$ cat src/include/stt8_macros.svh
`ifndef STT8_MACROS_SVH
`define STT8_MACROS_SVH

// Horizontal timing in pixel clocks, 640x480 at 60 Hz
`define STT8_H_ACTIVE 640  // Visible pixels
`define STT8_H_FRONT  16   // Front porch
`define STT8_H_SYNC   96   // Sync pulse width
`define STT8_H_TOTAL  800  // Full line incl. back porch

// Vertical timing in lines
`define STT8_V_ACTIVE 480  // Visible lines
`define STT8_V_FRONT  10   // Front porch
`define STT8_V_SYNC   2    // Sync pulse width
`define STT8_V_TOTAL  525  // Full frame incl. back porch

// Tile geometry
`define STT8_TILE_PX  32   // 8x8 sprite scaled by four
`define STT8_NUM_ENT  9    // Entity slots in the table
`define STT8_ID_NONE  15   // Empty slot marker

`endif

$ cat src/verilog/video_pkg.sv
package video_pkg;

  // Pixel or line position, wide enough for 800 and 525
  typedef logic [9:0] pix_count_t;

  // Horizontal phase of the current pixel
  typedef enum logic [1:0] {
    ACTIVE, // Visible region
    FRONT,  // Front porch
    SYNC,   // Sync pulse
    BACK    // Back porch
  } sync_state_e;

  // Both syncs are active low
  localparam logic SYNC_ON  = 1'b0;
  localparam logic SYNC_OFF = 1'b1;

endpackage

$ cat src/verilog/sprite_pkg.sv
package sprite_pkg;

  // Rotation, clockwise from the stored bitmap
  typedef enum logic [1:0] {
    ORIENT_UP    = 2'd0, // As stored
    ORIENT_RIGHT = 2'd1, // 90 deg
    ORIENT_DOWN  = 2'd2, // 180 deg
    ORIENT_LEFT  = 2'd3  // 270 deg
  } orient_e;

  // Descriptor, 14 bits, same packing as the entity bus
  typedef struct packed {
    logic [3:0] id;     // Sprite index, 15 = empty
    orient_e    orient;
    logic [3:0] row;    // Tile row
    logic [3:0] col;    // Tile column
  } entity_t;

  // Bit row*8+col, row 0 in the low byte
  localparam logic [63:0] SPRITE_TABLE [16] = '{
    64'h18181818_FF7E3C18, 64'h00020202_3E02027E, 64'h007E0202_02020202,
    64'h00020202_3E42423E, 64'hFF818181_818181FF, 64'hAA55AA55_AA55AA55,
    64'h80402010_08040201, 64'h0103070F_1F3F7FFF, 64'h00422212_3E42423E,
    64'h0000000E_08040000, 64'h00241818_3C7E5A18, 64'hC3E77E3C_3C7EE7C3,
    64'h0F0F0F0F_00000000, 64'h01010101_010101FF, 64'hFFFFFFFF_FFFFFFFF,
    64'h00000000_00000000
  };

endpackage

$ cat src/verilog/stt8_ifs.sv
`timescale 1ns/1ps

// Raster position and sync from the timing generator
interface video_if;
  video_pkg::pix_count_t h_count; // Pixel in line
  video_pkg::pix_count_t v_count; // Line in frame
  logic                  active;  // Inside 640x480
  logic                  hsync;   // Active low
  logic                  vsync;   // Active low

  modport src (
    output h_count, v_count, active, hsync, vsync
  );

  modport snk (
    input h_count, v_count, active, hsync, vsync
  );
endinterface

// Sprite lookup, request in one cycle and pixel the next
interface sprite_if;
  logic [3:0]          id;     // Sprite index
  sprite_pkg::orient_e orient; // Rotation
  logic                mirror; // Horizontal flip after rotation
  logic [2:0]          px_x;   // Column within sprite
  logic [2:0]          px_y;   // Row within sprite
  logic                pixel;  // Registered lookup result

  modport req (
    output id, orient, mirror, px_x, px_y,
    input  pixel
  );

  modport rom (
    input  id, orient, mirror, px_x, px_y,
    output pixel
  );
endinterface

$ cat src/verilog/vga_timing.sv
`timescale 1ns/1ps
`include "stt8_macros.svh"

module vga_timing (
  input  logic clk,
  input  logic arst_n,
  video_if.src vid
);

  video_pkg::pix_count_t  h_count; // Pixel in line
  video_pkg::pix_count_t  v_count; // Line in frame
  video_pkg::sync_state_e h_state; // Phase of the pixel at h_count
  logic                   h_last;  // Last pixel of line
  logic                   v_last;  // Last line of frame

  assign h_last = (h_count == 10'(`STT8_H_TOTAL - 1));
  assign v_last = (v_count == 10'(`STT8_V_TOTAL - 1));

  always_ff @(posedge clk or negedge arst_n) begin
    if (!arst_n) begin
      h_count <= '0;
      v_count <= '0;
    end else begin
      h_count <= h_last ? '0 : h_count + 10'd1; // Free running, no stall
      if (h_last) begin
        v_count <= v_last ? '0 : v_count + 10'd1;
      end
    end
  end

  // Next phase chosen on the last pixel of the current one
  always_ff @(posedge clk or negedge arst_n) begin
    if (!arst_n) begin
      h_state <= video_pkg::ACTIVE;
    end else begin
      case (h_state)
        video_pkg::ACTIVE: if (h_count == 10'(`STT8_H_ACTIVE - 1)) h_state <= video_pkg::FRONT;
        video_pkg::FRONT:
          if (h_count == 10'(`STT8_H_ACTIVE + `STT8_H_FRONT - 1)) h_state <= video_pkg::SYNC;
        video_pkg::SYNC: if (h_count == 10'(`STT8_H_ACTIVE + `STT8_H_FRONT + `STT8_H_SYNC - 1)) begin
          h_state <= video_pkg::BACK;
        end
        default: if (h_last) h_state <= video_pkg::ACTIVE; // End of back porch
      endcase
    end
  end

  assign vid.h_count = h_count;
  assign vid.v_count = v_count;
  assign vid.active  = (h_state == video_pkg::ACTIVE) && (v_count < 10'(`STT8_V_ACTIVE));
  assign vid.hsync   = (h_state == video_pkg::SYNC) ? video_pkg::SYNC_ON : video_pkg::SYNC_OFF;
  // Lines 490 and 491
  assign vid.vsync   = (v_count >= 10'(`STT8_V_ACTIVE + `STT8_V_FRONT) &&
                        v_count <  10'(`STT8_V_ACTIVE + `STT8_V_FRONT + `STT8_V_SYNC)) ?
                       video_pkg::SYNC_ON : video_pkg::SYNC_OFF;

endmodule

$ cat src/verilog/entity_table.sv
`timescale 1ns/1ps
`include "stt8_macros.svh"

module entity_table (
  input  logic                clk,
  input  logic                arst_n,
  input  logic                ent_we,                   // Single-cycle write strobe
  input  logic [3:0]          ent_idx,                  // Slot to write
  input  sprite_pkg::entity_t ent_data,                 // New descriptor
  output sprite_pkg::entity_t entities [`STT8_NUM_ENT]  // Held descriptors
);

  logic idx_ok; // Index inside the table

  assign idx_ok = (ent_idx < 4'(`STT8_NUM_ENT));

  // Visible to the frame buffer on the cycle after the strobe
  always_ff @(posedge clk or negedge arst_n) begin
    if (!arst_n) begin
      for (int i = 0; i < `STT8_NUM_ENT; i++) begin
        entities[i] <= '{
          id:     4'(`STT8_ID_NONE), // Slot empty
          orient: sprite_pkg::ORIENT_UP,
          row:    4'd0,
          col:    4'd0
        };
      end
    end else if (ent_we && idx_ok) begin
      entities[ent_idx] <= ent_data; // Indices 9..15 dropped
    end
  end

endmodule

$ cat src/verilog/sprite_rom.sv
`timescale 1ns/1ps

module sprite_rom (
  input  logic  clk,
  input  logic  arst_n,
  sprite_if.rom spr
);

  logic [2:0]  fx;     // Screen x with mirror undone
  logic [2:0]  src_x;  // Column in stored bitmap
  logic [2:0]  src_y;  // Row in stored bitmap
  logic [63:0] bitmap; // Selected sprite

  // Mirror applies to the rotated image, so flip x before undoing rotation
  assign fx = spr.mirror ? 3'd7 - spr.px_x : spr.px_x;

  // Screen coordinate back to stored coordinate
  always_comb begin
    src_x = fx;
    src_y = spr.px_y;
    case (spr.orient)
      sprite_pkg::ORIENT_RIGHT: begin
        src_x = spr.px_y;      // Top row lands in right column
        src_y = 3'd7 - fx;
      end
      sprite_pkg::ORIENT_DOWN: begin
        src_x = 3'd7 - fx;     // Both axes reversed
        src_y = 3'd7 - spr.px_y;
      end
      sprite_pkg::ORIENT_LEFT: begin
        src_x = 3'd7 - spr.px_y; // Top row lands in left column
        src_y = fx;
      end
      default: begin
        src_x = fx;            // Upright
        src_y = spr.px_y;
      end
    endcase
  end

  assign bitmap = sprite_pkg::SPRITE_TABLE[spr.id];

  // Pipeline stage 2
  always_ff @(posedge clk or negedge arst_n) begin
    if (!arst_n) begin
      spr.pixel <= 1'b0;
    end else begin
      spr.pixel <= bitmap[{src_y, src_x}];
    end
  end

endmodule

$ cat src/verilog/frame_buffer.sv
`timescale 1ns/1ps
`include "stt8_macros.svh"

module frame_buffer (
  input  logic                clk,
  input  logic                arst_n,
  video_if.snk                vid,
  sprite_if.req               spr,
  input  sprite_pkg::entity_t entities [`STT8_NUM_ENT],
  output logic                colour,
  output logic                hsync,
  output logic                vsync,
  output logic                de
);

  logic [3:0] tile_row; // 32-line band
  logic [3:0] tile_col; // 32-pixel column
  logic       in_grid;  // Left 512 pixels only
  logic       hit;      // Some entity owns this tile
  logic [3:0] hit_idx;  // Lowest owning entity
  logic       s1_valid; // Draw flag, stage 1
  logic       s2_valid; // Draw flag, stage 2
  logic [1:0] hsync_d;  // Sync and active delay, stages 1 and 2
  logic [1:0] vsync_d;
  logic [1:0] active_d;

  assign tile_row = vid.v_count[8:5];
  assign tile_col = vid.h_count[8:5];
  assign in_grid  = (vid.h_count < 10'(`STT8_TILE_PX * 16));

  // Priority encoder, scanning down so index 0 wins
  always_comb begin
    hit     = 1'b0;
    hit_idx = '0;
    for (int i = `STT8_NUM_ENT - 1; i >= 0; i--) begin
      if (entities[i].id != 4'(`STT8_ID_NONE) &&
          entities[i].row == tile_row && entities[i].col == tile_col) begin
        hit     = 1'b1;
        hit_idx = 4'(i);
      end
    end
  end

  // Stage 1 request, scaled by four via counter bits 4:2
  always_ff @(posedge clk) begin
    spr.id     <= entities[hit_idx].id;
    spr.orient <= entities[hit_idx].orient;
    spr.mirror <= (hit_idx >= 4'(`STT8_NUM_ENT - 2)); // Last two slots flipped
    spr.px_x   <= vid.h_count[4:2];
    spr.px_y   <= vid.v_count[4:2];
  end

  always_ff @(posedge clk or negedge arst_n) begin
    if (!arst_n) begin
      s1_valid <= 1'b0;
      s2_valid <= 1'b0;
      hsync_d  <= {2{video_pkg::SYNC_OFF}};
      vsync_d  <= {2{video_pkg::SYNC_OFF}};
      active_d <= 2'b00;
      colour   <= 1'b0;
      hsync    <= video_pkg::SYNC_OFF;
      vsync    <= video_pkg::SYNC_OFF;
      de       <= 1'b0;
    end else begin
      s1_valid <= hit && in_grid && vid.active; // Also blanks outside video
      s2_valid <= s1_valid;                     // Alongside ROM read
      hsync_d  <= {hsync_d[0], vid.hsync};
      vsync_d  <= {vsync_d[0], vid.vsync};
      active_d <= {active_d[0], vid.active};
      colour   <= spr.pixel & s2_valid; // Stage 3
      hsync    <= hsync_d[1];
      vsync    <= vsync_d[1];
      de       <= active_d[1];
    end
  end

endmodule

$ cat src/verilog/stt8_top.sv
`timescale 1ns/1ps
`include "stt8_macros.svh"

module stt8_top (
  input  logic        clk,
  input  logic        arst_n,
  input  logic        ent_we,   // Entity write strobe
  input  logic [3:0]  ent_idx,  // Entity slot
  input  logic [13:0] ent_data, // {id, orient, row, col}
  output logic        colour,   // One-bit pixel
  output logic        hsync,    // Active low
  output logic        vsync,    // Active low
  output logic        de        // Display enable
);

  video_if  vid (); // Timing to frame buffer
  sprite_if spr (); // Frame buffer to ROM

  sprite_pkg::entity_t entities [`STT8_NUM_ENT]; // Table contents

  vga_timing u_vga_timing (
    .clk    (clk),
    .arst_n (arst_n),
    .vid    (vid)
  );

  entity_table u_entity_table (
    .clk      (clk),
    .arst_n   (arst_n),
    .ent_we   (ent_we),
    .ent_idx  (ent_idx),
    .ent_data (sprite_pkg::entity_t'(ent_data)),
    .entities (entities)
  );

  frame_buffer u_frame_buffer (
    .clk      (clk),
    .arst_n   (arst_n),
    .vid      (vid),
    .spr      (spr),
    .entities (entities),
    .colour   (colour),
    .hsync    (hsync),
    .vsync    (vsync),
    .de       (de)
  );

  sprite_rom u_sprite_rom (
    .clk    (clk),
    .arst_n (arst_n),
    .spr    (spr)
  );

endmodule

$ cat config.mk
export PLATFORM = sky130hd
export DESIGN_NAME = stt8_top
export DESIGN_NICKNAME = d
export VERILOG_FILES = /design/src/verilog/video_pkg.sv /design/src/verilog/sprite_pkg.sv /design/src/verilog/stt8_ifs.sv /design/src/verilog/vga_timing.sv /design/src/verilog/entity_table.sv /design/src/verilog/sprite_rom.sv /design/src/verilog/frame_buffer.sv /design/src/verilog/stt8_top.sv
export VERILOG_INCLUDE_DIRS = /design/src /design/src/include
export SDC_FILE = /design/constraint.sdc
export NUM_CORES = 1
export LEC_CHECK = 0
export ABC_AREA = 1
export BUFFER_PORTS_ARGS = -buffer_cell sky130_fd_sc_hd__buf_2
export CORE_AREA = 2 2 127 129
export DETAILED_ROUTE_END_ITERATION = 7
export DIE_AREA = 0 0 129 131
export PLACE_DENSITY = 0.8
export SLEW_MARGIN = 0
export SYNTH_ARGS = -nofsm -noshare
export SYNTH_HDL_FRONTEND = slang
export SYNTH_SLANG_ARGS = --single-unit
$ cat constraint.sdc
create_clock -name clk -period 2.25 [get_ports clk]
set_input_delay 0.5625 -clock clk [delete_from_list [all_inputs] [get_ports clk]]
set_output_delay 0.5625 -clock clk [all_outputs]
set_load 0.05 [all_outputs]
==> metrics.md <==
| Metric | Value |
|---|---|
| Number of pins with negative max-slew slack in the final report | 0 |
| Data arrival at the endpoint of the critical path | 2690 ps |
| Count of final hold-check violations | 0 |
| Vertical die dimension | 131 um |
| Unrepaired setup endpoints after global routing | true |
| Later-pin clock latency in the skew report | 430 ps |
| Starting utilization of the core area | 0.620 |
| Clk network pwr share | 0.218 |
| Sink count of the clock tree | 174 |
| Number of vias per cell after detailed routing | 5.76 |
| Power after layout | 12.6 mW |
| Net switching component of the power | 5.05 mW |
| Share of the yosys chip area belonging to registers | 0.449 |
| Worst clock skew | 11.7 ps |
| Power share of the combinational group | 0.443 |
| Post-detailed-routing wire length | 27.2 mm |
| Number of distinct standard cells referenced by the synthesized netlist | 44 |
| Count of state elements after synthesis | 174 |
| Hold crit path type | input pin to async pin |
| Clock tree root buffer cell | clkbuf_16 |
| Die Wd | 129 um |
| First-pass GRT wire length | 41.5 mm |
| CTS tree | built |
| Transition time at the pin with the least slew margin | 480 ps |
| Violations in the final reports | setup timing |
| Maximum number of pins on one net before global-route repair | 58 |
| Overflow left after global routing | 0 |
| Count of input and output buffers | 24 |
| Register-to-Register Setup Slack | -120 ps |
| Post-DP HPWL | 18.1 mm |
| Final worst path period need | 2370 ps |
| Data required time at the worst endpoint | 2570 ps |
| Post-Synthesis Net Count | 1311 |
| Final antenna diode count | 0 |
| Final cycle utilization of the critical path | 1.05 |
| Worst-case vdd ir drop | 0.780 mV |
| Result of the run | complete, but fails checks |
| Antenna violations before repair | 0 |
| Clock input transition at the sequential cells of the worst setup and hold paths | 70 ps |
| Number of global-route vias before repair | 8205 |
| Core Box Area | 15600 um2 |
| Yosys warning count | 0 |
| Critical path endpoint category | register |
| Headroom to the max-slew limit | 0.678 |
| DRC violation count after routing | 0 |
| Worst setup path class | register to register |
| Number of flops mapped to enable cells by yosys | 0 |
| Detailed-routing iteration count for the pre-antenna-repair pass | 8 |
| Final count of negative-setup-slack endpoints | 5 |
| Placed cell count | 1536 |
| Maximum fanout encountered on the critical timing path | 7 |
| Proportion of power drawn by flip-flops and latches | 0.338 |
| Switching part of the total power | 0.401 |
| Netlist Area Pre-Place | 9670 um2 |
| Post-route non-filler standard cell count | 1587 |
| Number of DRC markers in iteration 0 | 1167 |
| Wirelength per Cell | 17.1 um |
| Max-cap violations | 0 |
| Synth Area per Inst | 7.59 um2 |
| Longest Clk Path Bufs | 2 |
| Primary FF master, synth | dfrtp_1 |
| Standard-cell rows | 46 |
| Int Pwr | 7.55 mW |
| # fillers | 1128 |
| Fraction of layout cells with a size suffix above 1 | 0.195 |
| Syn Inst Count | 1273 |
| Detail Route Antenna Nets | 0 |
| TritonCTS buffer count | 17 |
| Final #Nets | 1396 |
| Worst setup slack after layout | -117 ps |
| I/O pin count | 25 |
| Routability cong. | 0.910 |
| Static Leakage | 5.53 nW |
| Die ar. | 16900 um2 |
| Nature of the critical path startpoint | register |
| Power density relative to cell area | 1100 nW/um2 |
| Area Overhead vs Synth | 18.8% |
| H-tree Lvls | 4 |
| Total vias in the final route | 9146 |
| Global-route usage over all layers | 0.315 |
| Share of flip-flops with an asynchronous set or reset after synthesis | 0.925 |
| Highest attainable clock frequency | 422 MHz |
-- state kept, by name, indices dropped and copies added, names as in the netlist, 2 cells and up --
| signal | count |
|---|---|
| u_entity_table.entities | 126 |
| u_frame_buffer.active_d | 2 |
| u_frame_buffer.hsync_d | 2 |
| u_frame_buffer.spr.id | 4 |
| u_frame_buffer.spr.orient | 2 |
| u_frame_buffer.spr.px_x | 3 |
| u_frame_buffer.spr.px_y | 3 |
| u_frame_buffer.vsync_d | 2 |
| u_vga_timing.h_state | 2 |
| u_vga_timing.vid.h_count | 10 |
| u_vga_timing.vid.v_count | 10 |
-- repair_timing --
item	4_1_cts	5_1_grt
hold buffers	0	0
buffers inserted	0	13
endpoints found under the setup margin	0	9
gates resized for setup	0	60
-- worst max-delay path: stages, from the launching register on --
cell	delay [ps]
dfrtp_2	440
buf_6	160
nand2_1	70
nand2_1	50
nor2_1	150
nand3_1	130
nor2_1	110
nand2_1	50
nand2_1	50
nand2_1	50
nand2_1	70
nand2_2	90
nand2_8	150
buf_12	130
nand3b_1	70
nand3_1	150
nand3_1	140
nand3_1	130
nand2_1	60
-- layout by cell type, fill, tap and decap left out, types with 6 or more instances in the layout --
cell,netlist,routed
nor2_1,102,97
buf_6,3,8
o211ai_1,8,8
buf_2,14,23
xor2_1,28,28
nor3_2,0,6
clkbuf_16,0,21
nand2_2,2,8
or2_2,10,10
dfrtp_2,0,6
nand3_2,0,13
dfstp_2,42,42
ha_1,17,16
xnor2_1,27,23
dfxtp_1,13,11
a21oi_1,37,37
inv_2,9,8
nor2_2,1,6
nor3_1,23,17
nand2_1,317,309
o21ai_0,152,150
nand3b_1,6,6
buf_12,0,8
nand4_1,21,21
buf_4,8,74
dfrtp_1,119,113
nand3_1,121,108
inv_1,136,134
-- final timing paths --
path / startpoint / endpoint / cells past startpoint
worst max-delay path: u_vga_timing.vid.h_count[7] / u_frame_buffer.spr.id[1] / 18
worst min-delay path: arst_n / u_entity_table.entities[78] / 1
worst max register to register: u_vga_timing.vid.h_count[7] / u_frame_buffer.spr.id[1] / 18
worst min register to register: u_frame_buffer.hsync_d[1] / u_frame_buffer.hsync / 0
max in group asynchronous: arst_n / u_entity_table.entities[111] / 2
min in group clk: u_frame_buffer.hsync_d[1] / u_frame_buffer.hsync / 0
-- per-stage QoR --
step           instance area [um2]  hold WS, ps  setup TNS, ps  utilization  setup WS [ps]
3_5_place_dp                 10500          347              0        0.670           59.0
2_1_floorplan                 9670          267              0            -            194
6_report                     11500         27.9           -272        0.736           -117
4_1_cts                      11000         40.9              0        0.705           9.86
3_3_place_gp                 10500          334              0        0.670           97.6
5_1_grt                      11500         48.1           -887        0.736           -195
-- cells in the mapped netlist (all sizes together) (8+ instances only) --
cell type	instances	area, um2
nand2	320	1210
o21ai	154	771
inv	145	544
nand3	121	606
dfrtp	119	2980
nor2	104	400
dfstp	42	1100
a21oi	38	201
xor2	28	245
clkbuf	27	103
xnor2	27	236
buf	25	164
nand4	23	165
nor3	23	115
ha	17	213
or2	14	87.6
dfxtp	13	260
o211ai	8	60.1
-- layout make-up --
cell class | instances | area [um2] | area share
well taps | 216 | 270 | 0.0235
multi-input cells | 902 | 4730 | 0.412
flip-flops and latches | 174 | 4350 | 0.379
clock inverters | 13 | 104 | 0.00904
repair buffers | 118 | 1040 | 0.0902
inverters | 145 | 553 | 0.0482
clock buffers | 19 | 443 | 0.0386
-- logic make-up (layout without fill, tap and decap cells) --
family                     after synthesis  after routing  synth area share
and+or+nand+nor                        616            616             0.276
AOI/OAI and AO/OA                      211            211             0.116
buffers and inverters                  197            295            0.0839
DFF                                    174            174             0.449
xor gates and xnor gates                55             55            0.0498
adders and majority gates               17             17            0.0220
muxes                                    3              3           0.00311
-- metal layers --
metal  track usage  share of wire
met1         0.434           0.41
met2         0.516           0.47
met3        0.0521          0.082
met4        0.0940          0.035
met5             0              0
-- power groups by stage --
stage / Clock, mW / Combinational (mW) / Sequential [mW]
finish: 2.75 / 5.58 / 4.26
global route: 2.92 / 6.24 / 4.32
CTS: 2.76 / 5.23 / 4.22
detailed placement: 0 / 5.19 / 4.27
global placement: 0 / 5.17 / 4.24
floorplan: 0 / 3.48 / 4.17
(Power assumes the default switching activity.)
